**src/hdl/index_pkg.sv**
```systemverilog
/* Index generation types */

package index_pkg;

	//////////////////////////////
	// Data widths
	//////////////////////////////

	// Element or register-file index
	typedef logic [7:0] index_t;

	// One mask bit per element of a slice run
	typedef logic [31:0] mask_t;

	typedef logic [7:0] tid_t;       // Thread id
	typedef logic [1:0] lane_id_t;   // Lane id within the group

	//////////////////////////////
	// Operand sources
	//////////////////////////////

	// Operand a has no lane source, operand b has no thread source
	typedef enum logic [1:0] {
		sel_thread = 2'd0,
		sel_const  = 2'd1,
		sel_lane   = 2'd2,
		sel_orig   = 2'd3
	} opnd_sel_e;

	//////////////////////////////
	// Lane control
	//////////////////////////////

	// Shared by the lane FSM and the interval counter
	typedef enum logic [1:0] {
		idle = 2'd0,
		run  = 2'd1,
		gap  = 2'd2
	} lane_state_e;

	// Defaults for the top-level parameters
	localparam int default_ii_cycles = 3;   // Initiation-interval gap length
	localparam int default_num_lanes = 2;   // Lanes in the group

endpackage
```
**src/hdl/index_gen_top.sv**
```systemverilog
/* Two-lane index generator */

`timescale 1ns/10ps

module index_gen_top #(
	parameter int NUM_LANES = index_pkg::default_num_lanes,
	parameter int II_CYCLES = index_pkg::default_ii_cycles
) (
	input  logic                                  clock,
	input  logic                                  reset,
	input  logic                                  req,
	input  logic                                  stall,
	input  logic                                  slice,
	input  logic                                  masked,
	input  logic                                  en_ii,
	input  index_pkg::opnd_sel_e                  sel_a,
	input  index_pkg::opnd_sel_e                  sel_b,
	input  index_pkg::opnd_sel_e                  sel_c,
	input  logic                                  swap,
	input  logic                                  sign,
	input  index_pkg::index_t                     base_idx,
	input  index_pkg::index_t                     window_len,
	input  index_pkg::index_t                     run_len,
	input  index_pkg::tid_t                       thread_id,
	input  index_pkg::index_t                     const_val,
	input  index_pkg::mask_t                      mask,
	output logic [NUM_LANES-1:0]                  out_valid,
	output index_pkg::index_t [NUM_LANES-1:0]     out_index,
	output logic [NUM_LANES-1:0]                  out_window_end,
	output logic [NUM_LANES-1:0]                  busy,
	output logic [NUM_LANES-1:0]                  done
);

	import index_pkg::*;

	// Issue fields fan out to every lane, each with its own id
	for (genvar i = 0; i < NUM_LANES; i++) begin : g_lane
		index_unit #(
			.LANE_ID   (lane_id_t'(i)),
			.II_CYCLES (II_CYCLES)
		) lane_i (
			.clock          (clock),
			.reset          (reset),
			.req            (req),
			.stall          (stall),
			.slice          (slice),
			.masked         (masked),
			.en_ii          (en_ii),
			.sel_a          (sel_a),
			.sel_b          (sel_b),
			.sel_c          (sel_c),
			.swap           (swap),
			.sign           (sign),
			.base_idx       (base_idx),
			.window_len     (window_len),
			.run_len        (run_len),
			.thread_id      (thread_id),
			.const_val      (const_val),
			.mask           (mask),
			.out_valid      (out_valid[i]),
			.out_index      (out_index[i]),
			.out_window_end (out_window_end[i]),
			.busy           (busy[i]),
			.done           (done[i])
		);
	end

endmodule

```
**src/hdl/index_unit.sv**
```systemverilog
/* Index generation lane */

`timescale 1ns/10ps

module index_unit #(
	parameter index_pkg::lane_id_t LANE_ID = '0,
	parameter int II_CYCLES = index_pkg::default_ii_cycles
) (
	input  logic                 clock,
	input  logic                 reset,
	input  logic                 req,
	input  logic                 stall,
	input  logic                 slice,
	input  logic                 masked,
	input  logic                 en_ii,
	input  index_pkg::opnd_sel_e sel_a,
	input  index_pkg::opnd_sel_e sel_b,
	input  index_pkg::opnd_sel_e sel_c,
	input  logic                 swap,
	input  logic                 sign,
	input  index_pkg::index_t    base_idx,
	input  index_pkg::index_t    window_len,
	input  index_pkg::index_t    run_len,
	input  index_pkg::tid_t      thread_id,
	input  index_pkg::index_t    const_val,
	input  index_pkg::mask_t     mask,
	output logic                 out_valid,
	output index_pkg::index_t    out_index,
	output logic                 out_window_end,
	output logic                 busy,
	output logic                 done
);

	import index_pkg::*;

	lane_state_e state;
	logic        ii_q;           // Slice was issued with en_ii
	logic        run_st;
	logic        accept;
	logic        active;         // An element step happens this cycle
	logic        slice_path;
	logic        emit;
	logic        last;
	logic        wrap;
	logic        hold;

	// Request fields held for the rest of a slice
	opnd_sel_e   sel_a_q, sel_b_q, sel_c_q;
	logic        swap_q, sign_q;
	tid_t        tid_q;
	index_t      const_q, base_q, window_q;

	index_t      pos_q;          // Next candidate position
	index_t      next_offset;
	index_t      elem_next;
	index_t      cur_base;
	index_t      cur_window;
	index_t      alu_result;
	logic        found, run_end;

	// Output register
	logic        valid_q, win_q, done_q;
	index_t      index_q;

	assign run_st     = (state == run);
	assign busy       = run_st | done_q | hold;
	assign accept     = req & ~stall & ~busy;
	assign active     = accept | (run_st & ~stall);
	assign slice_path = run_st | slice;

	assign cur_base   = run_st ? base_q : base_idx;
	assign cur_window = run_st ? window_q : window_len;
	assign elem_next  = next_offset + 1'b1;

	// A non-slice request is a single, final element
	assign emit = slice_path ? found : 1'b1;
	assign last = slice_path ? run_end : 1'b1;
	assign wrap = (elem_next % cur_window) == '0;

	//////////////////////////////
	// Lane FSM
	//////////////////////////////

	always_ff @(posedge clock) begin
		if (reset) begin
			state <= idle;
			ii_q  <= 1'b0;
		end
		else if (accept) begin
			ii_q <= en_ii;
			if (!slice) begin
				state <= idle;
			end
			else if (!run_end) begin
				state <= run;
			end
			else begin
				state <= en_ii ? gap : idle;   // One-element or empty slice
			end
		end
		else begin
			case (state)
				run: begin
					if (!stall && run_end) begin
						state <= ii_q ? gap : idle;
					end
				end
				gap: begin
					if (!done_q && !hold) begin
						state <= idle;
					end
				end
				default: state <= state;
			endcase
		end
	end

	always_ff @(posedge clock) begin
		if (accept) begin
			sel_a_q  <= sel_a;
			sel_b_q  <= sel_b;
			sel_c_q  <= sel_c;
			swap_q   <= swap;
			sign_q   <= sign;
			tid_q    <= thread_id;
			const_q  <= const_val;
			base_q   <= base_idx;
			window_q <= window_len;
		end
		if (active && slice_path) begin
			pos_q <= elem_next;   // Search resumes past this element
		end
	end

	//////////////////////////////
	// Output stage
	//////////////////////////////

	always_ff @(posedge clock) begin
		if (reset) begin
			valid_q <= 1'b0;
			win_q   <= 1'b0;
			done_q  <= 1'b0;
		end
		else if (!stall) begin
			valid_q <= active & emit;
			win_q   <= active & emit & (last | wrap);
			done_q  <= active & last;
		end
	end

	always_ff @(posedge clock) begin
		if (!stall) begin
			index_q <= alu_result;
		end
	end

	// Held element is shown again once stall drops
	assign out_valid      = valid_q & ~stall;
	assign out_window_end = win_q & ~stall;
	assign done           = done_q & ~stall;
	assign out_index      = index_q;

	index_operand_alu alu_i (
		.sel_a     (run_st ? sel_a_q : sel_a),
		.sel_b     (run_st ? sel_b_q : sel_b),
		.sel_c     (run_st ? sel_c_q : sel_c),
		.swap      (run_st ? swap_q : swap),
		.sign      (run_st ? sign_q : sign),
		.thread_id (run_st ? tid_q : thread_id),
		.const_val (run_st ? const_q : const_val),
		.orig_idx  (slice_path ? cur_base + next_offset : cur_base),
		.lane_id   (LANE_ID),
		.result    (alu_result)
	);

	mask_skip_ctrl skip_i (
		.clock       (clock),
		.reset       (reset),
		.load        (accept & slice),
		.masked      (masked),
		.mask        (mask),
		.run_len     (run_len),
		.position    (run_st ? pos_q : index_t'(0)),
		.next_offset (next_offset),
		.found       (found),
		.run_end     (run_end)
	);

	issue_interval_ctrl #(
		.II_CYCLES (II_CYCLES)
	) ii_i (
		.clock     (clock),
		.reset     (reset),
		.stall     (stall),
		.arm       (accept & slice & en_ii),
		.slice_end (done_q & ~stall),   // Gap starts after done is taken
		.hold      (hold)
	);

endmodule

```
**src/hdl/issue_interval_ctrl.sv**
```systemverilog
/* Initiation-interval gap */

`timescale 1ns/10ps

module issue_interval_ctrl #(
	parameter int II_CYCLES = index_pkg::default_ii_cycles
) (
	input  logic clock,
	input  logic reset,
	input  logic stall,
	input  logic arm,
	input  logic slice_end,
	output logic hold
);

	import index_pkg::*;

	localparam int CW = $clog2(II_CYCLES + 2);

	lane_state_e    state;   // run means armed and waiting
	logic [CW-1:0]  count;

	always_ff @(posedge clock) begin
		if (reset) begin
			state <= idle;
			count <= '0;
		end
		else begin
			case (state)
				idle: begin
					if (arm) begin
						state <= run;
					end
				end
				run: begin
					if (slice_end) begin
						count <= CW'(II_CYCLES);
						state <= (II_CYCLES > 0) ? gap : idle;
					end
				end
				gap: begin
					if (!stall) begin   // Stall freezes the gap
						count <= count - 1'b1;
						if (count == CW'(1)) begin
							state <= idle;
						end
					end
				end
				default: state <= idle;
			endcase
		end
	end

	assign hold = (state == gap);

endmodule

```
**src/hdl/mask_skip_ctrl.sv**
```systemverilog
/* Mask skip controller */

`timescale 1ns/10ps

module mask_skip_ctrl (
	input  logic               clock,
	input  logic               reset,
	input  logic               load,
	input  logic               masked,
	input  index_pkg::mask_t   mask,
	input  index_pkg::index_t  run_len,
	input  index_pkg::index_t  position,
	output index_pkg::index_t  next_offset,
	output logic               found,
	output logic               run_end
);

	import index_pkg::*;

	localparam int MW = $bits(mask_t);

	mask_t  mask_q;     // Mask limited to the run
	index_t len_q;
	logic   masked_q;

	mask_t  src_mask;
	index_t src_len;
	logic   src_masked;
	mask_t  in_run;     // Positions below the run length
	mask_t  at_or_above;
	mask_t  cand;

	// The request cycle searches the incoming fields directly
	assign src_len    = load ? run_len : len_q;
	assign src_masked = load ? masked : masked_q;
	assign src_mask   = load ? (mask & in_run) : mask_q;

	always_comb begin
		for (int i = 0; i < MW; i++) begin
			in_run[i]      = (i < int'(src_len));
			at_or_above[i] = (i >= int'(position));
		end
	end

	// Every position of the run is a candidate when unmasked
	assign cand = (src_masked ? src_mask : in_run) & at_or_above;

	//////////////////////////////
	// Lowest set bit
	//////////////////////////////

	always_comb begin
		next_offset = '0;
		found       = 1'b0;
		run_end     = 1'b1;
		for (int i = 0; i < MW; i++) begin
			if (cand[i] && !found) begin
				next_offset = index_t'(i);
				found       = 1'b1;
			end
			else if (cand[i]) begin
				run_end = 1'b0;   // A later element remains
			end
		end
	end

	//////////////////////////////
	// Request capture
	//////////////////////////////

	always_ff @(posedge clock) begin
		if (reset) begin
			masked_q <= 1'b0;
		end
		else if (load) begin
			masked_q <= masked;
		end
	end

	always_ff @(posedge clock) begin
		if (load) begin
			mask_q <= mask & in_run;   // Bits at or above run_len cleared
			len_q  <= run_len;
		end
	end

endmodule

```
**src/hdl/index_operand_alu.sv**
```systemverilog
/* Index operand ALU */

`timescale 1ns/10ps

module index_operand_alu (
	input  index_pkg::opnd_sel_e sel_a,
	input  index_pkg::opnd_sel_e sel_b,
	input  index_pkg::opnd_sel_e sel_c,
	input  logic                 swap,
	input  logic                 sign,
	input  index_pkg::tid_t      thread_id,
	input  index_pkg::index_t    const_val,
	input  index_pkg::index_t    orig_idx,
	input  index_pkg::lane_id_t  lane_id,
	output index_pkg::index_t    result
);

	import index_pkg::*;

	index_t opnd_a;
	index_t opnd_b;
	index_t opnd_c;
	index_t lane_val;
	index_t product;
	index_t left;
	index_t right;

	assign lane_val = index_t'(lane_id);   // Zero extended

	//////////////////////////////
	// Operand muxes
	//////////////////////////////

	always_comb begin
		case (sel_a)
			sel_thread: opnd_a = thread_id;
			sel_const:  opnd_a = const_val;
			sel_orig:   opnd_a = orig_idx;
			default:    opnd_a = '0;   // No lane source for a
		endcase
	end

	always_comb begin
		case (sel_b)
			sel_const: opnd_b = const_val;
			sel_lane:  opnd_b = lane_val;
			sel_orig:  opnd_b = orig_idx;
			default:   opnd_b = '0;   // No thread source for b
		endcase
	end

	always_comb begin
		case (sel_c)
			sel_thread: opnd_c = thread_id;
			sel_const:  opnd_c = const_val;
			sel_lane:   opnd_c = lane_val;
			default:    opnd_c = orig_idx;
		endcase
	end

	//////////////////////////////
	// Multiply, order, add
	//////////////////////////////

	// Product kept modulo 256
	assign product = index_t'(opnd_a * opnd_b);

	// Swap puts c on the left of the subtraction
	assign left  = swap ? opnd_c : product;
	assign right = swap ? product : opnd_c;

	assign result = sign ? (left - right) : (left + right);

endmodule

```
**config.mk**
```make
export PLATFORM = sky130hd
export DESIGN_NAME = index_gen_top
export DESIGN_NICKNAME = d
export VERILOG_FILES = /design/src/hdl/index_pkg.sv /design/src/hdl/index_gen_top.sv /design/src/hdl/index_unit.sv /design/src/hdl/issue_interval_ctrl.sv /design/src/hdl/mask_skip_ctrl.sv /design/src/hdl/index_operand_alu.sv
export SDC_FILE = /design/constraint.sdc
export NUM_CORES = 1
export LEC_CHECK = 0
export ABC_AREA = 1
export BUFFER_PORTS_ARGS = -buffer_cell sky130_fd_sc_hd__clkbuf_2
export CAP_MARGIN = 0
export CELL_PAD_IN_SITES_DETAIL_PLACEMENT = 1
export CELL_PAD_IN_SITES_GLOBAL_PLACEMENT = 1
export CORE_MARGIN = 5
export CORE_UTILIZATION = 46
export CTS_CLUSTER_SIZE = 14
export DETAILED_ROUTE_END_ITERATION = 8
export HOLD_SLACK_MARGIN = 0.12
export PLACE_DENSITY_LB_ADDON = 0.1
export SYNTH_ARGS = -nofsm -noshare
export SYNTH_HDL_FRONTEND = slang
export SYNTH_SLANG_ARGS = --single-unit
export TNS_END_PERCENT = 30
```
**constraint.sdc**
```tcl
create_clock -name clock -period 19.7 [get_ports clock]
set_input_delay 2.955 -clock clock [delete_from_list [all_inputs] [get_ports clock]]
set_output_delay 2.955 -clock clock [all_outputs]
set_load 0.005 [all_outputs]
```
Word level (Yosys, flattened, before mapping). Index checks and enable logic that the tools add are counted.

Add/subtract/negate cells: 10. Equality and inequality tests: 35. Multipliers: 2. Divide/modulo/power cells: 2. Multiplexer cells: 327. Reduce and logical (&&, ||, !) cells: 153. $lt $le $gt $ge: 128. Bitwise logic cells: 38.

Operator list (count): 2-to-1 mux 8 bit (80); >= comparator 5 x 8 -> 1 bit (first input constant) (32); less-than comparator 5 x 8 -> 1 bit (first input constant) (32); 2-to-1 mux 1 bit (200); bitwise AND 32 bit (4); >= comparator 4 x 8 -> 1 bit (first input constant) (16); less-than comparator 4 x 8 -> 1 bit (first input constant) (16); 2-to-1 mux 32 bit (4); case mux 8 bit (3 select lines) (5); logical AND 1 bit (68); logical NOT 1 bit (67); >= comparator 3 x 8 -> 1 bit (first input constant) (8); less-than comparator 3 x 8 -> 1 bit (first input constant) (8); 2-to-1 mux 2 bit (27); adder 8 bit (4); >= comparator 1 x 8 -> 1 bit (first input constant) (4); >= comparator 2 x 8 -> 1 bit (first input constant) (4); less-than comparator 1 x 8 -> 1 bit (first input constant) (4); less-than comparator 2 x 8 -> 1 bit (first input constant) (4); == test 2 bit (second input constant) (11); bitwise AND 1 bit (21); == test 2 x 1 -> 1 bit (second input constant) (10); adder 8 x 1 -> 8 bit (second input constant) (2); logical NOT 8 bit (2); other kinds (21) (62).

Input bits: 87. Bits in registers: 216. Output and inout bits: 24. Word-level logic and storage cells: 737.

Logic depth before layout (Yosys ltp).
Depth in word-level cells: 113. Depth in mapped cells: 105.

Modules after synthesis. A second synthesis with hierarchy kept.

Cells, all modules: 3417. Area total of the unflattened synthesis: 22401.5 µm².

Modules (own cells, without submodules): index_unit (g_lane[0].lane_i) (cells each 673, seq. area each 1801.7 µm², instances 1, area each 5176.2 µm²); index_unit (g_lane[1].lane_i) (cells each 667, seq. area each 1801.7 µm², instances 1, area each 5088.6 µm²); mask_skip_ctrl (g_lane[1].lane_i.skip_i) (cells each 607, seq. area each 820.8 µm², instances 1, area each 3564.7 µm²); mask_skip_ctrl (g_lane[0].lane_i.skip_i) (cells each 593, seq. area each 820.8 µm², instances 1, area each 3489.6 µm²); index_operand_alu (g_lane[1].lane_i.alu_i) (cells each 396, seq. area each 0.0 µm², instances 1, area each 2233.4 µm²); index_operand_alu (g_lane[0].lane_i.alu_i) (cells each 387, seq. area each 0.0 µm², instances 1, area each 2218.4 µm²); issue_interval_ctrl (cells each 47, seq. area each 100.1 µm², instances 2, area each 315.3 µm²).

Worst setup path after synthesis. Ideal clock, no wire load.

Kind: in2reg. Start point: in stall. End point: reg g_lane[1].lane_i.win_q. Cell stages on the path: 96. Buffers on the path: 0. Path slack: 2.503 ns. Setup time: 0.070 ns. Data required time: 19.630 ns. Arrival: 17.127 ns. Path through: inv_4 -> nand2_4 -> nor3_1 -> nand3_1 -> nand2_1 -> nor2_2 -> nand2_2 -> nor2_4 -> nand2_1 -> nand3_1 -> nand3_1 -> nand2_1 -> inv_2 -> nor2_2 -> nand4_2 -> nor2_2 -> nand4_1 -> nor2_2 -> [... 60 more ...] -> fa_1 -> o21ai_0 -> a21oi_1 -> o21bai_1 -> nand2_1 -> o311ai_0 -> a21oi_1 -> a211oi_1 -> o21ai_0 -> a22oi_1 -> nand3_1 -> nor2_1 -> nand2_1 -> clkinv_1 -> nand4_1 -> nand2_1 -> nand2_1 -> a21oi_1.

Word-level cells in the longest chain between the ends: 109. Elaborated cells between the ends (all ways): 239. Those cells by class: add/sub: 1; div: 1; order compare: 32; mux: 131; bitwise: 11; reduce/logical: 63.

RTL lines: start: declaration (RTL line index_gen_top.sv:12) `input logic stall,`; NOT 1 bit (*) (RTL line index_unit.sv:67) `assign accept = req & ~stall & ~busy;`; bitwise AND 1 bit (*) (2 in a row) (RTL line index_unit.sv:67); via g_lane[1].lane_i.accept (RTL line index_unit.sv:39) `logic accept;`; bitwise AND 1 bit (*) (RTL line index_unit.sv:180) `.load (accept & slice),`; 2-to-1 mux 8 bit (*) (RTL line mask_skip_ctrl.sv:34) `assign src_len = load ? run_len : len_q;`; via g_lane[1].lane_i.skip_i.src_len[4] (RTL line mask_skip_ctrl.sv:27) `index_t src_len;`; less-than comparator 1 x 8 -> 1 bit (RTL line mask_skip_ctrl.sv:40) `in_run[i] = (i < int'(src_len));`; bitwise AND 32 bit (RTL line mask_skip_ctrl.sv:36) `assign src_mask = load ? (mask & in_run) : mask_q;`; [... 94 more ...]; logical NOT 1 bit (RTL line mask_skip_ctrl.sv:57) `if (cand[i] && !found) begin`; logical AND 1 bit (RTL line mask_skip_ctrl.sv:57); 2-to-1 mux 8 bit (RTL line mask_skip_ctrl.sv:57); adder 8 x 1 -> 8 bit (RTL line index_unit.sv:73) `assign elem_next = next_offset + 1'b1;`; modulo 8 x 8 -> 8 bit (RTL line index_unit.sv:78) `assign wrap = (elem_next % cur_window) == '0;`; logical NOT 8 bit (RTL line index_unit.sv:78); OR 1 bit (RTL line index_unit.sv:147) `win_q <= active & emit & (last | wrap);`; bitwise AND 1 bit (*) (RTL line index_unit.sv:147); end signal: assignment (RTL line index_unit.sv:147); end: declaration (RTL line index_unit.sv:62) `logic valid_q, win_q, done_q;`.

The timed path passes the listed nets; every way through them passes the cells marked *. A chain may end at the register's enable or synchronous reset.

Final worst setup path.
Start point: in stall. End point: reg g_lane[0].lane_i.win_q.

Word-level cells in the longest chain between the ends: 109. Elaborated cells between the ends (all ways): 239. Those cells by class: add/sub: 1; div: 1; order compare: 32; mux: 131; bitwise: 11; reduce/logical: 63.

RTL lines: NOT 1 bit (RTL line index_unit.sv:67, index_unit.sv:68); bitwise AND 1 bit (2 in a row) (RTL line index_unit.sv:67); bitwise AND 1 bit (RTL line index_unit.sv:180); 2-to-1 mux 8 bit (RTL line mask_skip_ctrl.sv:34); less-than comparator 1 x 8 -> 1 bit (RTL line mask_skip_ctrl.sv:40); bitwise AND 32 bit (RTL line mask_skip_ctrl.sv:36); 2-to-1 mux 32 bit; 2-to-1 mux 32 bit (RTL line mask_skip_ctrl.sv:46) `assign cand = (src_masked ? src_mask : in_run) & at_or_above;`; [... 92 more ...]; logical NOT 1 bit (RTL line mask_skip_ctrl.sv:57); logical AND 1 bit (RTL line mask_skip_ctrl.sv:57); 2-to-1 mux 8 bit (RTL line mask_skip_ctrl.sv:57); adder 8 x 1 -> 8 bit (RTL line index_unit.sv:73); modulo 8 x 8 -> 8 bit (RTL line index_unit.sv:78); logical NOT 8 bit (RTL line index_unit.sv:78); OR 1 bit (RTL line index_unit.sv:147); bitwise AND 1 bit (RTL line index_unit.sv:147); end signal: assignment (RTL line index_unit.sv:147); end: declaration (RTL line index_unit.sv:62).

Parallel ways exist; a longest one is shown, timed or not.

==> impl_metrics.env <==
export IMPL_gp_congestion=0.960
export IMPL_clock_sinks=212
export IMPL_synthArstFlopShare_pct=0
export IMPL_cts_root_buffer="clkbuf_16"
export IMPL_cpPeakStageDelay_ns=0.34
export IMPL_ys_ff_latch=212
export IMPL_antenna_found_initial=1
export IMPL_leakage_nw=11.2
export IMPL_yosysSeqAreaShare_pct=26.3
export IMPL_critical_path_required_ns=20.20
export IMPL_ir_drop_v=0.0000746
export IMPL_htree_levels=1
export IMPL_syn_area_mm2=0.0202
export IMPL_grt_pass1_vias=20836
export IMPL_hold_path_class="flop to flop"
export IMPL_grt_usage_pct=29.1
export IMPL_hpwlAfterDp_um=57400
export IMPL_cts_max_path_buffers=3
export IMPL_synth_area_leaders="edfxtp_1 16%, nand2_1 13%, dfxtp_1 10%"
export IMPL_cts_buffers=28
export IMPL_grt_max_degree=68
export IMPL_slew_viol_final=0
export IMPL_cts_hold_buf=0
export IMPL_overflow=0
export IMPL_hold_viol=0
export IMPL_clk_pin_slew_ns=0.07
export IMPL_fin_nets=3345
export IMPL_critPathMaxFanout=45
export IMPL_yosysWarnings=0
export IMPL_totalWireLength_um=72400
export IMPL_core_mm2=0.0433
export IMPL_powerDensity_mw_per_mm2=89.8
export IMPL_multi_input_area_mm2=0.0125
export IMPL_r2r_cells=101
export IMPL_final_util_pct=51.6
export IMPL_die_area_mm2=0.0483
export IMPL_numPortBuffers=110
export IMPL_synth_cell_types=68
export IMPL_synthFlopType="edfxtp_1"
export IMPL_skew_ns=0.0116
export IMPL_start_kind="input pin"
export IMPL_final_antenna_net_count=0
export IMPL_layout_min_cycle_time_ns=18.06
export IMPL_crit_top_cell="nand2_1"
export IMPL_setup_tns_ns=0
export IMPL_area_delta_synth_final_pct=10.3
export IMPL_via_per_inst=5.51
export IMPL_stdcell_count=3698
export IMPL_min_period_over_period_pct=91.7
export IMPL_maxCapViolCount=0
export IMPL_vias=20394
export IMPL_synthCells=2993
export IMPL_firstDrtPassIters=7
export IMPL_yosys_area_top_type="edfxtp_1"
export IMPL_synthTopCellsByCount="720 x nand2_1, 513 x inv_1, 299 x o21ai_0"
export IMPL_syn_avg_cell_area_um2=6.76
export IMPL_status="finished, final reports clean"
export IMPL_netlist_area_leader_share_pct=16.0
export IMPL_cts_tree="yes"
export IMPL_drc_errors=0
export IMPL_holdPathStages=2
export IMPL_n_fill_cell=5814
export IMPL_grt_pass1_wl_um=112000
export IMPL_pin_count=111
export IMPL_chipWidth_um=220
export IMPL_initial_core_util_pct=46.8
export IMPL_drive_above_1_share_pct=10.8
export IMPL_arrival_ns=18.56
export IMPL_dp_cells=3638
export IMPL_tightestPinTransition_ns=1.26
export IMPL_avgRoutedWirePerCell_um=19.6
export IMPL_num_rows=76
export IMPL_clk_latency_ns=0.57
export IMPL_end_kind="flop"
export IMPL_ff_latch_area_mm2=0.00533
export IMPL_critPathKind="input pin to flop"
export IMPL_max_freq_mhz=55.4
export IMPL_cp_slowest_cell="ha_1"
export IMPL_setup_violations=0
export IMPL_yosys_cell_count_top_type="nand2_1"
export IMPL_relSlewSlack_pct=15.4
export IMPL_die_h_um=220
export IMPL_drtIter0Drc=1327
export IMPL_synth_edf_count=108
[final cells by class]
class                           count  share of cell area, %
Sequential cell                   212                   23.9
Timing Repair Buffer              138                   3.49
Clock buffer                       35                   3.35
Clock inverter                     17                  0.796
Tap cell                          585                   3.28
Antenna cell                        1                 0.0112
Inverter                          541                   9.18
Timing Repair inverter              1                 0.0224
Multi-Input combinational cell   2168                   56.0
[registers in the layout, indices dropped and copies added (netlist names)]
signal,flops
g_lane.lane_i.skip_i.mask_q,64
g_lane.lane_i.base_q,16
g_lane.lane_i.const_q,16
g_lane.lane_i.out_index,16
g_lane.lane_i.skip_i.len_q,16
g_lane.lane_i.tid_q,16
g_lane.lane_i.window_q,16
g_lane.lane_i.pos_q,12
g_lane.lane_i.ii_i.count,6
g_lane.lane_i.ii_i.state,4
g_lane.lane_i.sel_a_q,4
g_lane.lane_i.sel_b_q,4
g_lane.lane_i.sel_c_q,4
g_lane.lane_i.state,4
g_lane.lane_i.done_q,2
g_lane.lane_i.ii_q,2
g_lane.lane_i.sign_q,2
g_lane.lane_i.skip_i.masked_q,2
g_lane.lane_i.swap_q,2
g_lane.lane_i.valid_q,2
g_lane.lane_i.win_q,2
[placed cells by master (no fill, tap or decap), types with 14 or more instances in the layout]
cell type  Yosys  layout
a21oi_1      104     104
buf_4         12      26
clkbuf_16      0      29
clkbuf_2       0     109
dfxtp_1      104     104
edfxtp_1     108     108
fa_1          30      30
ha_1         138     138
inv_1        513     512
inv_2         15      15
nand2_1      720     718
nand2_2       28      30
nand3_1      159     159
nand4_1       34      34
nor2_1       245     244
nor2_2        14      15
nor2_4        14      14
nor3_1        26      25
o211ai_1      17      17
o21ai_0      299     297
o21ai_1       13      15
o21bai_1      23      23
o22ai_1       23      23
or2_2         31      31
xnor2_1       41      41
xor2_1        57      57
[worst paths after layout]
check,startpoint,to,slack (ns)
setup / recovery,stall,g_lane[0].lane_i.win_q,1.64
setup reg to reg,g_lane[0].lane_i.state[0],g_lane[0].lane_i.win_q,3.77
hold reg to reg,g_lane[0].lane_i.skip_i.mask_q[17],g_lane[0].lane_i.skip_i.mask_q[17],0.45
hold / removal,g_lane[0].lane_i.skip_i.mask_q[17],g_lane[0].lane_i.skip_i.mask_q[17],0.45
[power by group]
group	internal, mW	switching (mW)
clock	0.309	0.219
sequential	0.554	0.0202
combinational	0.295	0.608
[kinds of logic (layout without fill, tap and decap cells)]
logic type	after synthesis	count (layout)	share of synthesized area (%)
buffers and inverters	616	732	12.0
AO/OA/AOI/OAI	574	574	16.4
XOR/XNOR	98	98	4.24
AND/OR/NAND/NOR	1323	1323	29.5
adder cells (fa/ha/maj)	168	168	11.5
flip-flops	212	212	26.3
multiplexers	1	1	0.0495
other	1	5	0.0185
[critical path: cells and delay by family]
| family | cells | cell delay (ns) |
|---|---|---|
| and+or+nand+nor | 51 | 6.95 |
| AOI/OAI and AO/OA | 30 | 5.21 |
| buffers and inverters | 15 | 1.86 |
| adders and majority gates | 6 | 1.55 |
[metrics by stage]
stage	setup WS [ns]	cell area, µm²	hold WS [ns]	total power [mW]
floorplan	2.50	20200	0.418	1.20
global placement	1.57	21300	0.429	1.42
detailed placement	0.566	21300	0.436	1.46
CTS	1.12	22200	0.452	2.00
global route	-0.0259	22300	0.464	2.14
finish	1.64	22300	0.450	2.00
[timing repair]
| item | in CTS | in global routing |
|---|---|---|
| setup endpoints to repair | 0 | 1 |
| setup buffers | 0 | 6 |
| hold endpoints to repair | 0 | 0 |
| gates resized for setup | 0 | 10 |
[routing by layer]
layer  up-vias  GRT usage (%)  wire (µm)
li1       9915              -          -
met1      9892           40.2      33100
met2       486           49.0      34000
met3       101           2.79       3330
met4         0           7.34       1930
met5         -              0          0
Power figures use the tool's default switching activity.
